<file path="config.mk">
export PLATFORM = sky130hd
export DESIGN_NAME = uart_top
export DESIGN_NICKNAME = d
export VERILOG_FILES = /design/src/design/uart_pkg.sv /design/src/design/uart_rx.sv /design/src/design/uart_top.sv /design/src/design/uart_tx.sv
export SDC_FILE = /design/constraint.sdc
export NUM_CORES = 1
export LEC_CHECK = 0
export ABC_AREA = 1
export BUFFER_PORTS_ARGS = -buffer_cell sky130_fd_sc_hd__buf_2
export CAP_MARGIN = 20
export CORE_UTILIZATION = 25
export CTS_BUF_LIST = sky130_fd_sc_hd__clkbuf_8
export DETAILED_ROUTE_END_ITERATION = 10
export MAX_ROUTING_LAYER = met4
export PLACE_DENSITY = 0.36
export SLEW_MARGIN = 25
export SYNTH_ARGS = -nofsm -noshare
export SYNTH_HDL_FRONTEND = slang
export SYNTH_SLANG_ARGS = --single-unit
export TNS_END_PERCENT = 5
</file>
<file path="constraint.sdc">
create_clock -name clk_i -period 8.2 [get_ports clk_i]
set_input_delay 1.64 -clock clk_i [delete_from_list [all_inputs] [get_ports clk_i]]
set_output_delay 1.64 -clock clk_i [all_outputs]
set_load 0.03 [all_outputs]
</file>
<file path="src/design/uart_pkg.sv">
// 8N1 framing with optional parity; clk_divider is integer cycles per bit and must be 4 or more.
package uart_pkg;

    localparam int DATA_WIDTH    = 8;
    localparam int DIVIDER_WIDTH = 16;
    localparam int BIT_CNT_WIDTH = $clog2(DATA_WIDTH);

    typedef logic [DATA_WIDTH-1:0]    uart_data_t;
    typedef logic [DIVIDER_WIDTH-1:0] uart_div_t;
    typedef logic [BIT_CNT_WIDTH-1:0] uart_bit_cnt_t;

    localparam uart_div_t     DIV_MIN  = uart_div_t'(4);          // Smallest usable divider.
    localparam uart_bit_cnt_t BIT_LAST = BIT_CNT_WIDTH'(DATA_WIDTH - 1);

    // Odd parity takes priority when both flags are set.
    typedef struct packed {
        uart_div_t clk_divider;
        logic      parity_odd;
        logic      parity_even;
    } uart_cfg_t;

    typedef struct packed {
        logic parity_err;
        logic frame_err;   // Stop bit sampled low.
        logic overrun;     // Frame finished while a byte was still unread.
    } uart_status_t;

    // Parity bit that goes on the line for this byte.
    function automatic logic uart_parity(
        input uart_data_t data,
        input logic       odd,
        input logic       even
    );
        logic bit_val;
        bit_val = 1'b0;
        if (odd) begin
            bit_val = ~^data;
        end else if (even) begin
            bit_val = ^data;
        end
        return bit_val;
    endfunction

endpackage

</file>
<file path="src/design/uart_rx.sv">
// Mid-bit sampling with a one-byte hold register; frames that finish while it is full are lost.
`timescale 1ns/100ps

module uart_rx
    import uart_pkg::*;
(
    input  logic         clk_i,
    input  logic         rst_i,
    input  uart_cfg_t    cfg_i,
    input  logic         rx_i,
    output uart_data_t   m_tdata_o,
    output uart_status_t m_status_o,
    output logic         m_tvalid_o,
    input  logic         m_tready_i
);

    typedef enum logic [2:0] {
        RX_IDLE,
        RX_START,
        RX_DATA,
        RX_PARITY,
        RX_STOP
    } rx_state_e;

    rx_state_e     state_q;
    logic          rx_meta_q;
    logic          rx_sync_q;
    logic          rx_prev_q;
    uart_div_t     sample_cnt_q;
    uart_bit_cnt_t bit_cnt_q;
    uart_data_t    shift_q;
    logic          parity_err_q;
    uart_data_t    m_tdata_q;
    uart_status_t  m_status_q;
    logic          m_tvalid_q;
    logic          start_edge;
    logic          sample_tick;
    logic          frame_done;
    logic          out_free;
    logic          parity_en;

    assign parity_en   = cfg_i.parity_odd || cfg_i.parity_even;
    assign start_edge  = (state_q == RX_IDLE) && rx_prev_q && !rx_sync_q;
    assign sample_tick = (state_q != RX_IDLE) && (sample_cnt_q == '0);
    assign frame_done  = (state_q == RX_STOP) && sample_tick;
    assign out_free    = !m_tvalid_q || m_tready_i;   // Held byte is gone after this edge.

    assign m_tdata_o  = m_tdata_q;
    assign m_status_o = m_status_q;
    assign m_tvalid_o = m_tvalid_q;

    always_ff @(posedge clk_i) begin
        if (rst_i) begin
            rx_meta_q <= 1'b1;
            rx_sync_q <= 1'b1;
            rx_prev_q <= 1'b1;
        end else begin
            rx_meta_q <= rx_i;
            rx_sync_q <= rx_meta_q;
            rx_prev_q <= rx_sync_q;
        end
    end

    always_ff @(posedge clk_i) begin
        if (rst_i) begin
            state_q      <= RX_IDLE;
            sample_cnt_q <= '0;
            bit_cnt_q    <= '0;
        end else begin
            if (state_q != RX_IDLE) begin
                sample_cnt_q <= sample_tick ? cfg_i.clk_divider - 1'b1
                                            : sample_cnt_q - 1'b1;
            end
            case (state_q)
                RX_IDLE: begin
                    if (start_edge) begin
                        state_q      <= RX_START;
                        sample_cnt_q <= (cfg_i.clk_divider >> 1) - 1'b1;   // Half a bit.
                    end
                end
                RX_START: begin
                    if (sample_tick) begin
                        if (rx_sync_q) begin
                            state_q <= RX_IDLE;   // Glitch, not a start bit.
                        end else begin
                            state_q   <= RX_DATA;
                            bit_cnt_q <= '0;
                        end
                    end
                end
                RX_DATA: begin
                    if (sample_tick) begin
                        bit_cnt_q <= bit_cnt_q + 1'b1;
                        if (bit_cnt_q == BIT_LAST) begin
                            state_q <= parity_en ? RX_PARITY : RX_STOP;
                        end
                    end
                end
                RX_PARITY: begin
                    if (sample_tick) begin
                        state_q <= RX_STOP;
                    end
                end
                RX_STOP: begin
                    if (sample_tick) begin
                        state_q <= RX_IDLE;
                    end
                end
                default: begin
                    state_q <= RX_IDLE;
                end
            endcase
        end
    end

    always_ff @(posedge clk_i) begin
        if (state_q == RX_DATA && sample_tick) begin
            shift_q <= {rx_sync_q, shift_q[DATA_WIDTH-1:1]};   // LSB first.
        end
        if (start_edge) begin
            parity_err_q <= 1'b0;
        end else if (state_q == RX_PARITY && sample_tick) begin
            parity_err_q <= rx_sync_q != uart_parity(shift_q, cfg_i.parity_odd,
                                                     cfg_i.parity_even);
        end
    end

    always_ff @(posedge clk_i) begin
        if (rst_i) begin
            m_tvalid_q <= 1'b0;
        end else if (frame_done && out_free) begin
            m_tvalid_q <= 1'b1;
        end else if (m_tready_i) begin
            m_tvalid_q <= 1'b0;
        end
    end

    always_ff @(posedge clk_i) begin
        if (frame_done) begin
            if (out_free) begin
                m_tdata_q             <= shift_q;
                m_status_q.parity_err <= parity_err_q;
                m_status_q.frame_err  <= !rx_sync_q;
                m_status_q.overrun    <= 1'b0;
            end else begin
                m_status_q.overrun <= 1'b1;   // New frame dropped.
            end
        end
    end

    a_hold_stable: assert property (@(posedge clk_i) disable iff (rst_i)
        m_tvalid_o && !m_tready_i |=> m_tvalid_o && $stable(m_tdata_o))
        else $error("rx output changed while stalled");

    a_div_min: assert property (@(posedge clk_i) disable iff (rst_i)
        start_edge |-> cfg_i.clk_divider >= DIV_MIN)
        else $error("rx frame started with divider below minimum");

endmodule

</file>
<file path="src/design/uart_top.sv">
// TX and RX are independent; both read cfg_i, which should only change while both are idle.
`timescale 1ns/100ps

module uart_top
    import uart_pkg::*;
(
    input  logic         clk_i,
    input  logic         rst_i,
    input  uart_cfg_t    cfg_i,

    // Transmit stream.
    input  uart_data_t   tx_tdata_i,
    input  logic         tx_tvalid_i,
    output logic         tx_tready_o,

    // Serial lines.
    output logic         tx_o,
    input  logic         rx_i,

    // Receive stream.
    output uart_data_t   rx_tdata_o,
    output uart_status_t rx_status_o,
    output logic         rx_tvalid_o,
    input  logic         rx_tready_i
);

    uart_tx u_tx (
        .clk_i      (clk_i),
        .rst_i      (rst_i),
        .cfg_i      (cfg_i),
        .s_tdata_i  (tx_tdata_i),
        .s_tvalid_i (tx_tvalid_i),
        .s_tready_o (tx_tready_o),
        .tx_o       (tx_o)
    );

    uart_rx u_rx (
        .clk_i      (clk_i),
        .rst_i      (rst_i),
        .cfg_i      (cfg_i),
        .rx_i       (rx_i),
        .m_tdata_o  (rx_tdata_o),
        .m_status_o (rx_status_o),
        .m_tvalid_o (rx_tvalid_o),
        .m_tready_i (rx_tready_i)
    );

endmodule

</file>
<file path="src/design/uart_tx.sv">
// Sends one byte per tvalid/tready transfer; cfg_i must not change while a frame is on the line.
`timescale 1ns/100ps

module uart_tx
    import uart_pkg::*;
(
    input  logic       clk_i,
    input  logic       rst_i,
    input  uart_cfg_t  cfg_i,
    input  uart_data_t s_tdata_i,
    input  logic       s_tvalid_i,
    output logic       s_tready_o,
    output logic       tx_o
);

    typedef enum logic [2:0] {
        TX_IDLE,
        TX_START,
        TX_DATA,
        TX_PARITY,
        TX_STOP,
        TX_WAIT
    } tx_state_e;

    tx_state_e     state_q;
    tx_state_e     state_d;
    uart_bit_cnt_t bit_cnt_q;
    uart_bit_cnt_t bit_cnt_d;
    uart_div_t     baud_cnt_q;
    uart_data_t    tx_data_q;
    logic          tx_q;
    logic          tx_d;
    logic          frame_active;
    logic          baud_done;
    logic          bit_done;
    logic          parity_en;
    logic          parity_bit;
    logic          handshake;

    assign s_tready_o   = (state_q == TX_IDLE) && !rst_i;
    assign handshake    = s_tvalid_i && s_tready_o;
    assign parity_en    = cfg_i.parity_odd || cfg_i.parity_even;
    assign parity_bit   = uart_parity(tx_data_q, cfg_i.parity_odd, cfg_i.parity_even);
    assign frame_active = (state_q inside {TX_START, TX_DATA, TX_PARITY, TX_STOP});
    assign baud_done    = frame_active && (baud_cnt_q == cfg_i.clk_divider - 1'b1);
    assign bit_done     = (bit_cnt_q == BIT_LAST);
    assign tx_o         = tx_q;

    always_comb begin
        state_d   = state_q;
        bit_cnt_d = bit_cnt_q;
        case (state_q)
            TX_IDLE: begin
                if (handshake) begin
                    state_d = TX_START;
                end
            end
            TX_START: begin
                if (baud_done) begin
                    state_d   = TX_DATA;
                    bit_cnt_d = '0;
                end
            end
            TX_DATA: begin
                if (baud_done) begin
                    if (bit_done) begin
                        bit_cnt_d = '0;
                        state_d   = parity_en ? TX_PARITY : TX_STOP;
                    end else begin
                        bit_cnt_d = bit_cnt_q + 1'b1;
                    end
                end
            end
            TX_PARITY: begin
                if (baud_done) begin
                    state_d = TX_STOP;
                end
            end
            TX_STOP: begin
                if (baud_done) begin
                    state_d = TX_WAIT;
                end
            end
            TX_WAIT: begin
                state_d = TX_IDLE;   // One idle cycle between frames.
            end
            default: begin
                state_d = TX_IDLE;
            end
        endcase
    end

    // Line level for the state being entered, so tx_o changes on the bit boundary.
    always_comb begin
        case (state_d)
            TX_START:  tx_d = 1'b0;
            TX_DATA:   tx_d = tx_data_q[bit_cnt_d];
            TX_PARITY: tx_d = parity_bit;
            default:   tx_d = 1'b1;
        endcase
    end

    always_ff @(posedge clk_i) begin
        if (rst_i) begin
            state_q   <= TX_IDLE;
            bit_cnt_q <= '0;
            tx_q      <= 1'b1;
        end else begin
            state_q   <= state_d;
            bit_cnt_q <= bit_cnt_d;
            tx_q      <= tx_d;
        end
    end

    always_ff @(posedge clk_i) begin
        if (rst_i) begin
            baud_cnt_q <= '0;
        end else if (!frame_active || baud_done) begin
            baud_cnt_q <= '0;
        end else begin
            baud_cnt_q <= baud_cnt_q + 1'b1;
        end
    end

    always_ff @(posedge clk_i) begin
        if (handshake) begin
            tx_data_q <= s_tdata_i;
        end
    end

    a_start_after_transfer: assert property (@(posedge clk_i) disable iff (rst_i)
        handshake |=> state_q == TX_START && !tx_o)
        else $error("tx start bit missing after transfer");

    a_idle_line_high: assert property (@(posedge clk_i) disable iff (rst_i)
        state_q == TX_IDLE |-> tx_o)
        else $error("tx line low while idle");

endmodule

</file>
Word-level counts from Yosys, hierarchy flattened
Cells that the tools add are included.

word-level totals
  output and inout bits = 14
  flip-flop bits (word level) = 77
  word-level logic and storage cells = 119
  bits of input ports = 31

operators by class
  add/sub/neg operators = 6
  muxes and demuxes = 40
  order comparisons = 1
  reductions and logical operators = 32
  equal/unequal tests = 22

operators with widths
  kind                                                count
  2-to-1 mux 16 bit                                   4
  2-to-1 mux 3 bit                                    19
  subtractor 16 x 1 -> 16 bit, second input constant  2
  one-hot mux 3 bit (5 select lines)                  2
  == test 3 x 2 -> 1 bit, second input constant       6
  adder 16 x 1 -> 16 bit, second input constant       1
  == test 16 bit                                      1
  logical NOT 16 bit                                  1
  XNOR reduction 8 bit                                2
  XOR reduction 8 bit                                 2
  subtractor 15 x 1 -> 16 bit, second input constant  1
  == test 3 bit, second input constant                4
  != test 2 x 1 -> 1 bit, second input constant       6
  one-hot mux 3 bit (2 select lines)                  2
  logical AND 1 bit                                   10
  2-to-1 mux 1 bit                                    10
  == test 3 x 1 -> 1 bit, second input constant       3
  adder 3 x 1 -> 3 bit, second input constant         2
  logical NOT 3 bit                                   2
  AND reduction 6 bit                                 1
  logical NOT 1 bit                                   4
  < comparator 3 x 4 -> 1 bit, second input constant  1
  AND reduction 4 bit                                 1
  nonzero test 2 bit                                  2
  10 further kinds                                    12

Longest topological paths before layout
Gate-level depths: netlist of the first run.

  depth after elaboration = 8
  gate-level depth with buffers = 24
  mapped depth without buffers = 24

By module
From an unflattened synthesis of the first run, not the netlist that was laid out.

unflattened totals
  cell total of the unflattened synthesis = 700
  area, all modules = 5074.9 sq um

by module, submodules not included
  module   area an instance (sq um)  seq. area each (sq um)  cells an instance  instances
  uart_rx  2842.7                    1111.1                  378                1
  uart_tx  2232.1                    700.7                   322                1

Worst setup path before layout of the first run
Ideal clock, no wire load.

  path type = input to output
  from = in rst_i
  to = out tx_tready_o
  cell stages on the path = 2
  slack = 3.997 ns
  path buffers = 1
  data required time = 6.560 ns
  data arrival time = 2.563 ns
  cells stage by stage = clkbuf_1 > nor3_1

between the ends
  longest elaborated chain between the ends = 2

RTL lines
  item                line            text
  start: declaration  uart_top.sv:8   input logic rst_i,
  logical NOT 1 bit   uart_tx.sv:40   assign s_tready_o = (state_q == TX_IDLE) && !rst_i;
  logical AND 1 bit   uart_tx.sv:40
  end: declaration    uart_top.sv:14  output logic tx_tready_o,

Every way passes these cells.

Worst setup path in the final report of the first run
Ends and elaborated chain as after synthesis.

==> impl_metrics.py, run 1 <==
metrics = {
    "place": {
        "dpl_cell_area_mm2": 0.00575,
        "portBuffers": 44,
        "routabilityCongestion": 0.869,
        "placed_cells": 1048,
        "hpwl_um": 12500,
    },
    "clocking": {
        "insertion_delay_ns": 0.37,
        "clkSlewWorstSetupHoldPaths_ns": 0.10,
        "ctsHoldBuffers": 0,
        "clock-sinks": 77,
        "cts_tree": "done",
        "clock_path_buffers": 2,
        "post-cts-setup-buffers": 0,
        "htree_levels": 3,
        "numCtsBuffers": 9,
        "clockRootBuffer": "clkbuf_8",
        "cts_resized": 0,
    },
    "grt": {
        "grt_pass1_vias": 4718,
        "grt_overflow_total": 0,
        "track_usage": 0.156,
        "grt_antenna_before_repair": 0,
        "grt_pass1_wl_um": 25200,
        "grt_max_degree": 29,
    },
    "timing": {
        "finClkSkew_ns": 0.0153,
        "setup_viol": 0,
        "rsz0062_at_grt": "false",
        "max_freq_ghz": 0.242,
        "fin_crit_sh": 0.504,
        "holdWs_ns": 0.425,
        "min_period_ns": 4.13,
        "worst_pin_slew_ns": 0.817,
        "hold_viol_final": 0,
        "slew_headroom": 0.453,
        "slew_viol_final": 0,
        "tns_ns": 0,
    },
    "finish": {
        "layout.nets": 828,
        "fin_util": 0.292,
        "syn2layout_area_growth_pct": 13.8,
        "fin_area_mm2": 0.00594,
        "final_cells": 1064,
        "insertedDiodeCount": 0,
        "drive_gt1_frac": 0.160,
    },
    "power": {
        "p_per_area_mw_per_mm2": 203,
        "peakVddDrop_v": 0.0000883,
        "total_leakage_power_uw": 0.00248,
    },
    "critical_path": {
        "crit_fanout": 28,
        "cp.required_ns": 6.56,
        "path_class": "primary input to output pin",
        "endpoint_kind": "output pin",
        "arrival_ns": 2.49,
        "start_kind": "primary input",
        "r2r_cells": 15,
    },
    "outcome": {
        "status": "finished, final reports clean",
    },
    "drt": {
        "detail_route.first_pass.iterations": 5,
        "drt_iter0_drc": 254,
        "routed_wl_um": 15600,
        "drc_errors": 0,
        "final_antenna_net_count": 0,
        "wl_per_cell_um": 14.7,
        "routed-via-count": 4878,
        "via_per_inst": 4.58,
    },
    "die": {
        "num_io_pins": 45,
        "dieHeight_um": 147,
        "initial_utilization": 0.256,
        "rows": 52,
        "dieArea_mm2": 0.0215,
        "die_w_um": 147,
        "core_area_mm2": 0.0204,
    },
    "yosys": {
        "seq_area_frac_synth": 0.347,
        "yosysWarnings": 0,
        "syn_nets": 782,
        "synth_cell_type_count": 39,
        "ys_ff_latch": 77,
        "avgSynthCellArea_um2": 7.03,
        "syn_inst": 743,
        "syn_area_mm2": 0.00522,
    },
    "hold_path": {
        "hold_path.class": "flip-flop to flip-flop",
        "hold_depth": 1,
    },
    "flow_run": {
        "maxCapViolations": 0,
    },
}
[area by class of cell]
type | count | area, um^2
Clock buffer | 9 | 124
Sequential cell | 77 | 1810
Multi-Input combinational cell | 553 | 2980
Inverter | 102 | 383
Clock inverter | 7 | 66.3
Tap cell | 270 | 338
Fill cell | 2227 | 14400
Timing Repair Buffer | 46 | 235
[final timing paths]
path | from | endpoint | slack, ns
max reg2reg | u_rx.sample_cnt_q[0] | u_rx.m_tdata_o[5] | 5.08
min reg2reg | u_rx.rx_meta_q | u_rx.rx_sync_q | 0.43
max | rst_i | tx_tready_o | 4.07
min | u_rx.rx_meta_q | u_rx.rx_sync_q | 0.43
[cell usage after synthesis]
cell type / count / area (um^2)
dfxtp_1: 50 / 1000
inv_2: 10 / 37.5
nand2_1: 162 / 608
nand3_2: 9 / 90.1
o21ai_1: 2 / 10.0
xnor2_1: 16 / 140
nor2_2: 6 / 37.5
nand3_1: 89 / 445
nor3_4: 1 / 16.3
nor4_1: 3 / 18.8
clkbuf_1: 9 / 33.8
nand2_4: 9 / 101
nand4_1: 9 / 56.3
o211ai_1: 5 / 37.5
o21ai_0: 27 / 135
nor3_2: 2 / 20.0
nor2_1: 83 / 312
edfxtp_1: 27 / 811
clkinv_1: 1 / 3.75
a21oi_2: 1 / 8.76
or2_2: 2 / 12.5
buf_2: 2 / 10.0
nor3_1: 16 / 80.1
nand2_2: 14 / 87.6
a41oi_1: 1 / 8.76
a32o_1: 1 / 10.0
a211oi_1: 4 / 30.0
a31oi_1: 11 / 68.8
o21ai_2: 1 / 8.76
a21oi_1: 33 / 165
nor3b_1: 6 / 45.0
xor2_1: 17 / 149
ha_1: 8 / 100
o31ai_1: 2 / 15.0
inv_1: 91 / 342
a221oi_1: 1 / 8.76
o2111ai_1: 2 / 17.5
nor2_4: 7 / 78.8
nor2_8: 3 / 60.1
[metrics by stage]
step	setup WS (ns)	total power, uW
floorplan	4.00	789
global placement	3.95	917
detailed placement	3.88	914
CTS	4.07	1220
global route	3.94	1290
finish	4.07	1210
[layer usage]
layer | up-vias | wire (um) | global-route usage
met1 | 2237 | 8160 | 0.212
met5 | - | 0 | -
met3 | 14 | 476 | 0.0313
met4 | 0 | 233 | 0.0484
met2 | 84 | 6770 | 0.231
li1 | 2543 | - | -
[cell usage in the layout (no fill, tap or decap), drive strengths merged]
cell	netlist	final
nor3b	6	6
nand2	185	185
xnor2	16	16
a41oi	1	1
o21ai	30	30
buf	2	46
clkinv	1	2
a211oi	4	4
nand3	98	98
o2111ai	2	2
nor2	99	99
edfxtp	27	27
a32o	1	1
o31ai	2	2
or2	2	2
xor2	17	17
nor4	3	3
a221oi	1	1
o211ai	5	5
dfxtp	50	50
a31oi	11	11
clkinvlp	0	2
nand4	9	9
nor3	19	19
clkbuf	9	9
a21oi	34	34
inv	101	105
ha	8	8
[sequential cells by signal, summed over array words and instances (netlist names)]
name,flops
u_rx.sample_cnt_q,16
u_tx.baud_cnt_q,16
u_rx.m_tdata_o,8
u_rx.shift_q,8
u_tx.tx_data_q,8
u_rx.bit_cnt_q,3
u_rx.m_status_o,3
u_rx.state_q,3
u_tx.bit_cnt_q,3
u_tx.state_q,3
u_rx.m_tvalid_o,1
u_rx.parity_err_q,1
u_rx.rx_meta_q,1
u_rx.rx_prev_q,1
u_rx.rx_sync_q,1
u_tx.tx_o,1
[critical path, stage by stage]
cell and delay [ns]:
buf_2 0.30, nor3_1 0.30, buf_2 0.24
[report_power, final]
group          internal, uW  switching (uW)
sequential              433            36.1
clock                   118             179
combinational           148             293
total                   699             509
[kinds of logic after synthesis]
family                     after synthesis  synth area share
buffers and inverters                  113            0.0817
and+or+nand+nor                        421             0.396
xor gates and xnor gates                33            0.0554
DFF                                     77             0.347
AOI/OAI and AO/OA                       91             0.100
adders and majority gates                8            0.0192
Power figures use the tool's default switching activity.
==> run 2: changes to the inputs <==
--- a/config.mk
+++ b/config.mk
@@ -5,7 +5,7 @@
 export SDC_FILE = /design/constraint.sdc
 export NUM_CORES = 1
 export LEC_CHECK = 0
-export ABC_AREA = 1
+export ABC_AREA = 0
 export BUFFER_PORTS_ARGS = -buffer_cell sky130_fd_sc_hd__buf_2
 export CAP_MARGIN = 20
 export CORE_UTILIZATION = 25
==> constraint.sdc (replaced) <==
create_clock -name clk_i -period 3.84 [get_ports clk_i]
set_input_delay 0.768 -clock clk_i [delete_from_list [all_inputs] [get_ports clk_i]]
set_output_delay 0.768 -clock clk_i [all_outputs]
set_load 0.03 [all_outputs]
==> impl_metrics.py, run 2 <==
metrics = {
    "power": {
        "p_per_area_mw_per_mm2": 395,
        "clock_power_share": 0.268,
        "p_int_uw": 1440,
        "p_seq_frac": 0.428,
        "swShare": 0.361,
        "switchingPower_uw": 816,
        "p_total_uw": 2260,
        "total_leakage_power_uw": 0.00213,
        "combPwrFrac": 0.305,
        "peakVddDrop_v": 0.000134,
    },
    "drt": {
        "drt_iter0_drc": 231,
        "wl_per_cell_um": 15.3,
        "drc_errors": 0,
        "via_per_inst": 4.75,
        "final_antenna_net_count": 0,
        "routed-via-count": 3998,
        "detail_route.first_pass.iterations": 6,
        "routed_wl_um": 12800,
    },
    "timing": {
        "fin_crit_sh": 0.938,
        "finClkSkew_ns": 0.0139,
        "hold_viol_final": 0,
        "worst_pin_slew_ns": 0.684,
        "min_period_ns": 3.60,
        "setup_slack_ns": 0.236,
        "tns_ns": 0,
        "slew_headroom": 0.544,
        "setup_viol": 0,
        "max_freq_ghz": 0.278,
        "slew_viol_final": 0,
    },
    "place": {
        "dpl_cell_area_mm2": 0.00552,
        "post-place-ws_ns": -0.222,
        "placed_cells": 826,
        "hpwl_um": 9900,
        "portBuffers": 44,
        "routabilityCongestion": 0.772,
    },
    "yosys": {
        "avgSynthCellArea_um2": 8.82,
        "synth.most_common_cell": "nor2_1",
        "seq_area_frac_synth": 0.386,
        "syn_nets": 571,
        "synth_edf_count": 27,
        "synth_top_area_share": 0.213,
        "synthTopCellsByCount": "nor2_1, dfxtp_1, nand2_1",
        "postSynth.asyncResetShare": 0,
        "yosysTopAreaCell": "dfxtp_1",
        "yosysWarnings": 0,
        "ys_ff_latch": 77,
        "synth_cell_type_count": 61,
        "syn_area_mm2": 0.00469,
        "synth_area_leaders": "dfxtp_1, edfxtp_1, xnor2_1",
        "syn_inst": 532,
        "synthFlopType": "dfxtp_1",
    },
    "grt": {
        "busiest_layer": "met2",
        "groute.layer.met1.usage": 0.191,
        "use_met2": 0.220,
        "use_met3": 0.0269,
        "grt_overflow_total": 0,
        "grt_pass1_vias": 4002,
        "grt_pass1_wl_um": 21100,
        "track_usage": 0.144,
        "grt_max_degree": 35,
        "grt_antenna_before_repair": 0,
    },
    "die": {
        "dieArea_mm2": 0.0193,
        "dieHeight_um": 139,
        "num_io_pins": 45,
        "core_area_mm2": 0.0182,
        "rows": 49,
        "initial_utilization": 0.258,
        "die_w_um": 139,
    },
    "critical_path": {
        "critPathMaxStageDelay_ns": 0.51,
        "critical_path.top_delay_family": "simple AND/OR/NAND/NOR gates",
        "endpoint_kind": "flip-flop",
        "start_kind": "primary input",
        "arrival_ns": 3.91,
        "crit_fanout": 6,
        "crit_chain": "buf_2, inv_1, ha_2, nor4b_4, nand2_1, xnor2_1, a2111oi_0, buf_4, o2111ai_2, or3_1, buf_4, nor4b_1, a21oi_1, nand2b_1, nor2_1, a21oi_1",
        "path_class": "primary input to flip-flop",
        "critPathBufInv": 4,
        "critical_path.slowest_cell": "a2111oi_0",
        "cp.required_ns": 4.15,
    },
    "finish": {
        "final_cells": 842,
        "final_common_cell": "buf_4",
        "syn2layout_area_growth_pct": 21.6,
        "final_cell_mix": "buf_4, nor2_1, dfxtp_1",
        "drive_gt1_frac": 0.232,
        "fin_area_mm2": 0.00571,
        "reg.largest.list": "u_rx.sample_cnt_q: 16 flops, u_tx.baud_cnt_q: 16 flops",
        "insertedDiodeCount": 0,
        "layout.nets": 647,
        "fillers": 1908,
    },
    "clocking": {
        "insertion_delay_ns": 0.37,
        "ctsHoldBuffers": 0,
        "htree_levels": 3,
        "cts_tree": "done",
        "clkSlewWorstSetupHoldPaths_ns": 0.09,
        "clock-sinks": 77,
        "clock_path_buffers": 2,
        "clockRootBuffer": "clkbuf_8",
        "numCtsBuffers": 9,
    },
    "flow_run": {
        "maxCapViolations": 0,
    },
    "outcome": {
        "status": "finished, final reports clean",
    },
    "hold_path": {
        "hold_path.class": "flip-flop to flip-flop",
    },
}
-- run 2: final cells by class --
| cell class | instances | area [um^2] | share of cell area |
|---|---|---|---|
| inverter | 13 | 48.8 | 0.00855 |
| clock buffer | 9 | 124 | 0.0217 |
| multi-input combinational | 402 | 2690 | 0.470 |
| sequential | 77 | 1810 | 0.317 |
| clock inverter | 7 | 61.3 | 0.0107 |
| timing repair buffer | 105 | 691 | 0.121 |
| tap | 229 | 287 | 0.0502 |
-- run 2: path summary, 6_finish.rpt --
path                                       end  cells past startpoint          startpoint  slack, ns
worst max-delay path                 u_tx.tx_o                     16            cfg_i[3]       0.24
worst min-delay path            u_rx.rx_sync_q                      1      u_rx.rx_meta_q       0.42
worst max register to register       u_tx.tx_o                     13  u_tx.baud_cnt_q[1]       0.77
worst min register to register  u_rx.rx_sync_q                      1      u_rx.rx_meta_q       0.42
-- run 2: logic make-up (layout without fill, tap and decap cells) --
family | Yosys count | count (layout) | synth area share
AO/OA/AOI/OAI | 98 | 98 | 0.144
XOR/XNOR | 75 | 75 | 0.143
adder cells (fa/ha/maj) | 8 | 8 | 0.0213
buffers and inverters | 53 | 134 | 0.0483
flip-flops | 77 | 77 | 0.386
multiplexers | 15 | 15 | 0.0323
AND/OR/NAND/NOR | 206 | 206 | 0.225
-- run 2: power by group through the flow --
stage	Clock, uW	Combinational (uW)	Sequential [uW]
2_1_floorplan	0	510	959
4_1_cts	643	690	965
5_1_grt	676	772	977
3_3_place_gp	0	686	983
6_report	605	687	965
3_5_place_dp	0	685	983
-- run 2: through the flow --
step | utilization | hold slack, ns
2_1_floorplan | - | 0.389
3_3_place_gp | 0.303 | 0.394
3_5_place_dp | 0.303 | 0.399
4_1_cts | 0.313 | 0.422
5_1_grt | 0.313 | 0.429
6_report | 0.313 | 0.417
-- run 2: per-layer routing --
layer | vias to the layer above | wire, um
met4 | 0 | 214
met1 | 1868 | 6570
met3 | 17 | 406
met2 | 52 | 5660
li1 | 2061 | -
met5 | - | 0
-- run 2: repair_timing --
item,CTS,global route
endpoints found under the setup margin,0,1
gates resized for setup,0,1
setup buffers,0,0
